<file path="config.mk">
export PLATFORM = sky130hd
export DESIGN_NAME = uart_host_bridge
export DESIGN_NICKNAME = d
export VERILOG_FILES = /design/src/verilog/bridge_pkg.sv /design/src/verilog/uart_byte_rx.sv /design/src/verilog/cmd_engine.sv /design/src/verilog/resp_fifo.sv /design/src/verilog/uart_byte_tx.sv /design/src/verilog/uart_host_bridge.sv
export SDC_FILE = /design/constraint.sdc
export NUM_CORES = 1
export LEC_CHECK = 0
export BUFFER_PORTS_ARGS = -buffer_cell sky130_fd_sc_hd__buf_4
export CAP_MARGIN = 40
export CORE_MARGIN = 3
export CORE_UTILIZATION = 59
export CTS_CLUSTER_DIAMETER = 50
export DETAILED_ROUTE_END_ITERATION = 8
export PLACE_DENSITY = 0.77
export SLEW_MARGIN = 20
export SYNTH_ARGS = -nofsm -noshare
export SYNTH_HDL_FRONTEND = slang
export SYNTH_HIERARCHICAL = 1
export SYNTH_SLANG_ARGS = --single-unit
</file>
<file path="constraint.sdc">
create_clock -name clk -period 4 [get_ports clk]
set_clock_uncertainty 0.15 [all_clocks]
set_input_delay 0.4 -clock clk [delete_from_list [all_inputs] [get_ports clk]]
set_output_delay 0.4 -clock clk [all_outputs]
set_load 0.02 [all_outputs]
</file>
<file path="src/verilog/bridge_pkg.sv">
`default_nettype none

// Shared widths and codes for the UART host bridge
package bridge_pkg;

    // ========================================================================
    // Data widths
    // ========================================================================

    typedef logic [7:0] byte_t;              // One serial byte

    localparam int ub_word_bytes = 32;       // Bytes per unified-buffer word

    typedef logic [ub_word_bytes*8-1:0] ub_word_t;
    typedef logic [7:0]  ub_addr_t;          // UB word address
    typedef logic [31:0] instr_word_t;
    typedef logic [4:0]  instr_addr_t;       // 32 instruction slots
    typedef logic [15:0] len_t;              // Transfer length in bytes

    // ========================================================================
    // Host command codes
    // ========================================================================

    typedef enum logic [7:0] {
        cmd_write_ub    = 8'h01,
        cmd_write_instr = 8'h03,
        cmd_execute     = 8'h05,
        cmd_status      = 8'h06
    } cmd_e;

    // Reply bytes
    localparam byte_t resp_ack_ub = 8'hAA;   // Last UB word written
    localparam byte_t resp_error  = 8'hFF;   // Unknown command

endpackage

`default_nettype wire

</file>
<file path="src/verilog/uart_byte_rx.sv">
`timescale 1ns/1ps
`default_nettype none

// 8N1 receiver, one strobe per byte at mid stop bit
module uart_byte_rx #(
    parameter int clks_per_bit = 8
) (
    input  wire logic              clk,
    input  wire logic              rst_n,
    input  wire logic              uart_rx,
    output bridge_pkg::byte_t      rx_data,
    output logic                   rx_valid,
    output logic                   rx_framing_error
);

    localparam int cnt_w = $clog2(clks_per_bit);

    typedef enum logic [1:0] {
        rx_idle,
        rx_start,
        rx_bits,
        rx_stop
    } rx_state_e;

    rx_state_e          state;
    logic [1:0]         sync;               // Two-flop synchronizer
    logic [cnt_w-1:0]   clk_cnt;
    logic [2:0]         bit_idx;
    bridge_pkg::byte_t  shift;

    wire line = sync[1];

    always_ff @(posedge clk or negedge rst_n) begin
        if (!rst_n) begin
            sync             <= 2'b11;      // Line idles high
            state            <= rx_idle;
            clk_cnt          <= '0;
            bit_idx          <= '0;
            shift            <= '0;
            rx_data          <= '0;
            rx_valid         <= 1'b0;
            rx_framing_error <= 1'b0;
        end else begin
            sync     <= {sync[0], uart_rx};
            rx_valid <= 1'b0;               // Strobe by default off
            clk_cnt  <= clk_cnt + 1'b1;
            case (state)
                rx_idle: begin
                    clk_cnt <= '0;
                    if (!line) state <= rx_start;   // Falling edge seen
                end
                rx_start: begin
                    // Mid start bit, reject glitches
                    if (clk_cnt == cnt_w'(clks_per_bit/2 - 1)) begin
                        clk_cnt <= '0;
                        bit_idx <= '0;
                        state   <= line ? rx_idle : rx_bits;
                    end
                end
                rx_bits: begin
                    if (clk_cnt == cnt_w'(clks_per_bit - 1)) begin
                        clk_cnt <= '0;
                        shift   <= {line, shift[7:1]};   // LSB first
                        bit_idx <= bit_idx + 1'b1;
                        if (bit_idx == 3'd7) state <= rx_stop;
                    end
                end
                rx_stop: begin
                    if (clk_cnt == cnt_w'(clks_per_bit - 1)) begin
                        rx_valid         <= 1'b1;
                        rx_data          <= shift;
                        rx_framing_error <= !line;   // Stop bit must be high
                        state            <= rx_idle;
                    end
                end
                default: state <= rx_idle;
            endcase
        end
    end

    // Engine takes a byte only on a single-cycle strobe
    a_rx_valid_pulse: assert property (@(posedge clk) disable iff (!rst_n)
        rx_valid |=> !rx_valid);

endmodule

`default_nettype wire

</file>
<file path="src/verilog/cmd_engine.sv">
`timescale 1ns/1ps
`default_nettype none

// Host frame parser; drives UB and instruction writes, start pulse and replies
module cmd_engine (
    input  wire logic                clk,
    input  wire logic                rst_n,
    input  wire bridge_pkg::byte_t   rx_data,
    input  wire logic                rx_valid,
    input  wire logic                rx_framing_error,
    input  wire logic                sys_busy,
    input  wire logic                sys_done,
    input  wire logic                vpu_busy,
    input  wire logic                vpu_done,
    input  wire logic                ub_busy,
    input  wire logic                ub_done,
    output logic                     ub_wr_en,
    output bridge_pkg::ub_addr_t     ub_wr_addr,
    output bridge_pkg::ub_word_t     ub_wr_data,
    output logic                     instr_wr_en,
    output bridge_pkg::instr_addr_t  instr_wr_addr,
    output bridge_pkg::instr_word_t  instr_wr_data,
    output logic                     start_execution,
    output logic                     resp_push,
    output bridge_pkg::byte_t        resp_data
);

    typedef enum logic [2:0] {
        st_idle,
        st_addr_hi,
        st_addr_lo,
        st_len_hi,
        st_len_lo,
        st_ub_data,
        st_instr_data
    } state_e;

    state_e                  state;
    bridge_pkg::cmd_e        cmd;          // Write command in progress
    bridge_pkg::len_t        len_left;     // Data bytes still to come
    logic [4:0]              lane;         // Byte lane in word, or instr byte count
    bridge_pkg::ub_word_t    pack_buf;     // Partial UB word
    bridge_pkg::ub_word_t    pack_next;
    logic [23:0]             instr_shift;  // First three instruction bytes

    wire byte_ok   = rx_valid && !rx_framing_error;   // Bad frames are dropped
    wire word_full = (lane == 5'(bridge_pkg::ub_word_bytes - 1));
    wire last_byte = (len_left == 16'd1);

    // Current byte dropped into its lane
    always_comb begin
        pack_next = pack_buf;
        pack_next[{lane, 3'b000} +: 8] = rx_data;
    end

    // ========================================================================
    // Frame FSM
    // ========================================================================

    always_ff @(posedge clk or negedge rst_n) begin
        if (!rst_n) begin
            state           <= st_idle;
            cmd             <= bridge_pkg::cmd_write_ub;
            len_left        <= '0;
            lane            <= '0;
            pack_buf        <= '0;
            instr_shift     <= '0;
            ub_wr_en        <= 1'b0;
            ub_wr_addr      <= '0;
            ub_wr_data      <= '0;
            instr_wr_en     <= 1'b0;
            instr_wr_addr   <= '0;
            instr_wr_data   <= '0;
            start_execution <= 1'b0;
            resp_push       <= 1'b0;
            resp_data       <= '0;
        end else begin
            // Pulses last one cycle
            ub_wr_en        <= 1'b0;
            instr_wr_en     <= 1'b0;
            start_execution <= 1'b0;
            resp_push       <= 1'b0;
            if (ub_wr_en) ub_wr_addr <= ub_wr_addr + 1'b1;   // Next word
            if (byte_ok) begin
                case (state)
                    st_idle: begin
                        case (rx_data)
                            bridge_pkg::cmd_write_ub,
                            bridge_pkg::cmd_write_instr: begin
                                cmd   <= bridge_pkg::cmd_e'(rx_data);
                                state <= st_addr_hi;
                            end
                            bridge_pkg::cmd_execute: start_execution <= 1'b1;
                            bridge_pkg::cmd_status: begin
                                resp_push <= 1'b1;
                                resp_data <= {2'b00, ub_done, ub_busy,
                                              vpu_done, vpu_busy, sys_done, sys_busy};
                            end
                            default: begin
                                resp_push <= 1'b1;
                                resp_data <= bridge_pkg::resp_error;
                            end
                        endcase
                    end
                    st_addr_hi: state <= st_addr_lo;   // High byte unused
                    st_addr_lo: begin
                        lane <= '0;
                        if (cmd == bridge_pkg::cmd_write_ub) begin
                            ub_wr_addr <= rx_data;
                            state      <= st_len_hi;
                        end else begin
                            instr_wr_addr <= rx_data[4:0];   // 32 slots
                            state         <= st_instr_data;
                        end
                    end
                    st_len_hi: begin
                        len_left[15:8] <= rx_data;
                        state          <= st_len_lo;
                    end
                    st_len_lo: begin
                        // Zero length counts as one byte
                        if ({len_left[15:8], rx_data} == 16'd0) len_left <= 16'd1;
                        else len_left <= {len_left[15:8], rx_data};
                        pack_buf <= '0;
                        state    <= st_ub_data;
                    end
                    st_ub_data: begin
                        len_left <= len_left - 1'b1;
                        if (word_full || last_byte) begin
                            ub_wr_en   <= 1'b1;
                            ub_wr_data <= pack_next;   // Unused lanes stay zero
                            pack_buf   <= '0;
                            lane       <= '0;
                        end else begin
                            pack_buf <= pack_next;
                            lane     <= lane + 1'b1;
                        end
                        if (last_byte) begin
                            resp_push <= 1'b1;
                            resp_data <= bridge_pkg::resp_ack_ub;
                            state     <= st_idle;
                        end
                    end
                    st_instr_data: begin
                        instr_shift <= {instr_shift[15:0], rx_data};
                        lane        <= lane + 1'b1;
                        if (lane == 5'd3) begin
                            instr_wr_en   <= 1'b1;
                            instr_wr_data <= {instr_shift, rx_data};   // First byte on top
                            state         <= st_idle;
                        end
                    end
                    default: state <= st_idle;
                endcase
            end
        end
    end

    // Only one buffer written per cycle
    a_one_write: assert property (@(posedge clk) disable iff (!rst_n)
        !(ub_wr_en && instr_wr_en));

endmodule

`default_nettype wire

</file>
<file path="src/verilog/resp_fifo.sv">
`timescale 1ns/1ps
`default_nettype none

// 4-deep reply queue in front of the transmitter
module resp_fifo (
    input  wire logic                clk,
    input  wire logic                rst_n,
    input  wire logic                resp_push,
    input  wire bridge_pkg::byte_t   resp_data,
    input  wire logic                tx_ready,
    output bridge_pkg::byte_t        tx_data,
    output logic                     tx_valid
);

    localparam int depth = 4;

    bridge_pkg::byte_t  mem [depth];
    logic [1:0]         wr_ptr;
    logic [1:0]         rd_ptr;
    logic [2:0]         count;       // 0 to depth

    wire full   = (count == 3'(depth));
    wire do_wr  = resp_push && !full;   // Overflow is lost
    wire do_rd  = tx_valid && tx_ready;

    assign tx_valid = (count != 3'd0);
    assign tx_data  = mem[rd_ptr];      // Head of queue

    // Storage
    always_ff @(posedge clk) begin
        if (do_wr) mem[wr_ptr] <= resp_data;
    end

    // Pointers wrap on their own at depth 4
    always_ff @(posedge clk or negedge rst_n) begin
        if (!rst_n) begin
            wr_ptr <= '0;
            rd_ptr <= '0;
            count  <= '0;
        end else begin
            if (do_wr) wr_ptr <= wr_ptr + 1'b1;
            if (do_rd) rd_ptr <= rd_ptr + 1'b1;
            case ({do_wr, do_rd})
                2'b10:   count <= count + 1'b1;
                2'b01:   count <= count - 1'b1;
                default: count <= count;   // Both or neither
            endcase
        end
    end

    // Engine must never outrun the serial line
    a_no_overflow: assert property (@(posedge clk) disable iff (!rst_n)
        resp_push |-> !full);

endmodule

`default_nettype wire

</file>
<file path="src/verilog/uart_byte_tx.sv">
`timescale 1ns/1ps
`default_nettype none

// 8N1 transmitter, takes one byte per valid/ready handshake
module uart_byte_tx #(
    parameter int clks_per_bit = 8
) (
    input  wire logic                clk,
    input  wire logic                rst_n,
    input  wire bridge_pkg::byte_t   tx_data,
    input  wire logic                tx_valid,
    output logic                     tx_ready,
    output logic                     uart_tx
);

    localparam int cnt_w = $clog2(clks_per_bit);

    logic               busy;
    logic [cnt_w-1:0]   clk_cnt;
    logic [3:0]         bit_idx;     // Bit periods finished after start
    bridge_pkg::byte_t  shift;       // Refills with ones, so stop bit follows

    assign tx_ready = !busy;

    always_ff @(posedge clk or negedge rst_n) begin
        if (!rst_n) begin
            busy    <= 1'b0;
            clk_cnt <= '0;
            bit_idx <= '0;
            shift   <= '1;
            uart_tx <= 1'b1;             // Idle high
        end else if (!busy) begin
            if (tx_valid) begin
                busy    <= 1'b1;
                uart_tx <= 1'b0;         // Start bit
                shift   <= tx_data;
                clk_cnt <= '0;
                bit_idx <= '0;
            end
        end else begin
            clk_cnt <= clk_cnt + 1'b1;
            if (clk_cnt == cnt_w'(clks_per_bit - 1)) begin
                clk_cnt <= '0;
                if (bit_idx == 4'd9) begin
                    busy <= 1'b0;        // Stop bit done
                end else begin
                    uart_tx <= shift[0]; // Data LSB first, then stop
                    shift   <= {1'b1, shift[7:1]};
                    bit_idx <= bit_idx + 1'b1;
                end
            end
        end
    end

endmodule

`default_nettype wire

</file>
<file path="src/verilog/uart_host_bridge.sv">
`timescale 1ns/1ps
`default_nettype none

// UART host bridge top: rx -> engine -> reply queue -> tx
module uart_host_bridge #(
    parameter int clks_per_bit = 8
) (
    input  wire logic                clk,
    input  wire logic                rst_n,
    input  wire logic                uart_rx,
    input  wire logic                sys_busy,
    input  wire logic                sys_done,
    input  wire logic                vpu_busy,
    input  wire logic                vpu_done,
    input  wire logic                ub_busy,
    input  wire logic                ub_done,
    output logic                     uart_tx,
    output logic                     ub_wr_en,
    output bridge_pkg::ub_addr_t     ub_wr_addr,
    output bridge_pkg::ub_word_t     ub_wr_data,
    output logic                     instr_wr_en,
    output bridge_pkg::instr_addr_t  instr_wr_addr,
    output bridge_pkg::instr_word_t  instr_wr_data,
    output logic                     start_execution
);

    // ========================================================================
    // Internal byte paths
    // ========================================================================

    bridge_pkg::byte_t  rx_data;
    logic               rx_valid;
    logic               rx_framing_error;
    logic               resp_push;
    bridge_pkg::byte_t  resp_data;
    bridge_pkg::byte_t  tx_data;
    logic               tx_valid;
    logic               tx_ready;

    uart_byte_rx #(.clks_per_bit(clks_per_bit)) i_rx (
        .clk, .rst_n, .uart_rx,
        .rx_data, .rx_valid, .rx_framing_error
    );

    cmd_engine i_engine (
        .clk, .rst_n,
        .rx_data, .rx_valid, .rx_framing_error,
        .sys_busy, .sys_done, .vpu_busy, .vpu_done, .ub_busy, .ub_done,
        .ub_wr_en, .ub_wr_addr, .ub_wr_data,
        .instr_wr_en, .instr_wr_addr, .instr_wr_data,
        .start_execution,
        .resp_push, .resp_data
    );

    resp_fifo i_resp_fifo (
        .clk, .rst_n,
        .resp_push, .resp_data,
        .tx_ready, .tx_data, .tx_valid
    );

    uart_byte_tx #(.clks_per_bit(clks_per_bit)) i_tx (
        .clk, .rst_n,
        .tx_data, .tx_valid, .tx_ready,
        .uart_tx
    );

endmodule

`default_nettype wire

</file>
==> impl_metrics.yaml <==
setup_path:
  path_cells: "inv_1 > ha_1 > or4b_1 > nor3b_2 > buf_4 > and2_0 > mux2i_1 > a21oi_1"
  end_kind: "flop"
  r2r_slack_ns: 0.37
  worst-endpoint-arrival_ns: 4.01
  critPathTopFamily: "simple AND/OR/NAND/NOR gates"
  crit_path_start: "i_engine/lane[1]"
  crit_buf_inv: 2
  worstSetupPathType: "reg2reg"
  required_ns: 4.38
  r2r-start: "i_engine/lane[1]"
  reg2regPathDepth: 8
  path_max_fanout: 15
  crit_path_start_kind: "flop"
  slowest_delay_ns: 0.63
  slowest_stage: "nor3b_2"
  worstReg2RegEnd: "i_engine/ub_wr_data[186]"
drt:
  vias: 24000
  wl_met3_microns: 7360
  drcViolationCount: 0
  top_layer: "met5"
  wl_met2_microns: 42200
  antenna_left: 0
  viasPerCell: 6.46
  m1WireLength_microns: 37400
  firstDrtPassIters: 7
  wl_per_cell_microns: 24.5
  drtIter0Drc: 2483
  wl_microns: 90800
clock_tree:
  clock_path_buffers: 3
  cts_resized: 0
  htree_levels: 3
  post-cts-setup-buffers: 0
  cts_made_buffers: 80
  cts.sinks: 709
  root_buffer: "clkbuf_16"
  clk_latency_ns: 0.62
  cts_tree: "yes"
  cts.clk_slew.worst_paths_ns: 0.06
floorplan:
  io_pins: 314
  fp.dieArea_sq_um: 54900
  die_w_microns: 234
  fp-row-count: 83
  start_util_pct: 59.8
  coreArea_sq_um: 51400
  die_h_microns: 234
logic_synthesis:
  yosys.area.top_type: "dfrtp_1"
  synthArstFlopShare_pct: 95.5
  syn_area_per_cell_sq_um: 11.5
  synth-edff-count: 32
  synth_top_area_share_pct: 54.2
  synth_fp_nets: 2704
  synth_most_common_cell: "dfrtp_1"
  synth_ff_type: "dfrtp_1"
  yosys_warnings: 6
  ys_seq_area_share_pct: 58.3
  netlist_area_sq_um: 30700
  synthTopCellsByCount: "665 x dfrtp_1, 232 x a21oi_1, 219 x nand2_1, 209 x nor2_1, 194 x o21ai_0"
  syn_inst: 2671
  synth_area_leaders: "dfrtp_1 54%, mux2i_1 5.9%, o2bb2ai_1 4.0%"
  ys_types: 84
  ys_ff_latch: 709
global_routing:
  antenna_found_initial: 1
  grt.total_usage_pct: 32.9
  grt_pass1_wl_microns: 139000
  overflow: 0
  grt_max_degree: 172
  grt_pass1_vias: 23300
power_and_ir_drop:
  leakage_nw: 16.7
  peakVddDrop_uv: 348
  powerDensity_nw_per_um2: 441
finish:
  fin_nets: 3000
  area_growth_pct: 19.6
  design_area_sq_um: 36800
  drive_above_1_share_pct: 23.7
  fillers: 3502
timing:
  whs_ns: 0.204
  finalCritPeriodShare_pct: 90.7
  max_slew_margin_pct: 33.6
  tns_ns: 0
  period_needed_ns: 3.63
  tightest_slew_ns: 0.997
  finalHoldViolCount: 0
  setup_violations: 0
  rsz0062_at_grt: "no"
  maxSlewViolCount: 0
  max_freq_mhz: 276
job:
  cap_viol_max_count: 0
min_path:
  hold_depth: 0
  hp-class: "reg2reg"
  whs_endpoint: "i_rx/sync[1]"
  worstHoldStart: "i_rx/sync[0]"
place:
  io_buffers: 313
  gp_congestion: 0.884
  hpwlAfterDp_microns: 60400
  placed_area_sq_um: 33900
run_status:
  status: "finished, final reports clean"
## worst max path at each step
stage / to / cells after the start
final: i_engine/ub_wr_data[186] / 8
after global routing: i_engine/pack_buf[85] / 7
after CTS: i_engine/ub_wr_data[108] / 7
after detailed placement: i_engine/ub_wr_data[108] / 7
after global placement: i_engine/ub_wr_data[148] / 7
after floorplan: i_engine/pack_buf[168] / 10
## cell families after synthesis
| kind of cell | synth area share, % |
|---|---|
| buffers and inverters | 3.29 |
| XOR/XNOR | 0.452 |
| AND/OR/NAND/NOR | 9.00 |
| flip-flops | 58.3 |
| multiplexers | 10.1 |
| AO/OA/AOI/OAI | 17.8 |
| adder cells (fa/ha/maj) | 1.00 |
## registers in the layout, indices dropped and copies added, names as in the netlist, 3 cells and up, named ones only
| signal | cells |
|---|---|
| i_engine/instr_shift | 24 |
| i_engine/state | 3 |
| i_resp_fifo/count | 3 |
| i_rx/bit_idx | 3 |
| i_rx/shift | 8 |
| i_tx/shift | 8 |
| i_engine/lane | 5 |
| i_rx/rx_data | 8 |
| i_engine/ub_wr_addr | 8 |
| i_tx/clk_cnt | 3 |
| i_engine/instr_wr_data | 32 |
| i_rx/clk_cnt | 3 |
| i_engine/ub_wr_data | 256 |
| i_tx/bit_idx | 4 |
| i_engine/cmd | 8 |
| i_engine/resp_data | 8 |
| i_engine/pack_buf | 256 |
| i_engine/len_left | 16 |
| i_resp_fifo/mem | 32 |
| i_engine/instr_wr_addr | 5 |
## routing by layer
layer / vias up / track usage, %
met2: 1200 / 51.1
li1: 10300 / -
met4: 2 / 13.8
met3: 243 / 5.53
met1: 12200 / 46.4
met5: - / 0
## layout by cell type (no fill, tap or decap), drive strengths merged, types with 17 or more instances in the layout
| cell | netlist | final |
|---|---|---|
| a21oi | 232 | 232 |
| edfxtp | 32 | 32 |
| clkbuf | 97 | 108 |
| inv | 27 | 35 |
| a22o | 118 | 118 |
| o21ai | 225 | 225 |
| nor2 | 217 | 217 |
| o2bb2ai | 140 | 140 |
| dfrtp | 665 | 665 |
| nand2 | 219 | 219 |
| clkinv | 1 | 17 |
| buf | 98 | 400 |
| ha | 23 | 23 |
| nor3 | 30 | 30 |
| a32oi | 32 | 32 |
| nand3 | 27 | 27 |
| mux2 | 93 | 93 |
| mux2i | 180 | 180 |
| and2 | 27 | 27 |
## timing repair
| item | 4_1_cts | 5_1_grt |
|---|---|---|
| hold endpoints to repair | 92 | 0 |
| hold buffers | 8 | 0 |
| endpoints found under the setup margin | 0 | 0 |
## report_power, final
part	switching, mW	internal (mW)	total [mW]
Clock	2.97	4.65	7.62
Combinational	0.505	0.416	0.921
Sequential	0.235	7.42	7.65
Total	3.71	12.5	16.2
## stage by stage
| step | total power [mW] | utilization, % | setup WS [ns] | instances |
|---|---|---|---|---|
| finish | 16.2 | 71.5 | 0.373 | 3710 |
| global route | 16.7 | 71.5 | 0.213 | 3709 |
| CTS | 16.3 | 71.4 | 0.446 | 3705 |
| detailed placement | 8.70 | 65.9 | 0.581 | 3553 |
| global placement | 8.63 | 65.7 | 0.629 | 3544 |
| floorplan | 8.36 | - | 0.978 | 2671 |
## layout make-up
| type | instances | area [sq um] | area share [%] |
|---|---|---|---|
| Inverter | 28 | 110 | 0.300 |
| Timing Repair Buffer | 409 | 3270 | 8.89 |
| Clock inverter | 37 | 452 | 1.23 |
| Multi-Input combinational cell | 1739 | 11800 | 32.2 |
| Antenna cell | 1 | 2.50 | 0.00681 |
| Tap cell | 680 | 851 | 2.31 |
| Clock buffer | 107 | 2310 | 6.28 |
| Sequential cell | 709 | 17900 | 48.8 |
(Power assumes the default switching activity.)
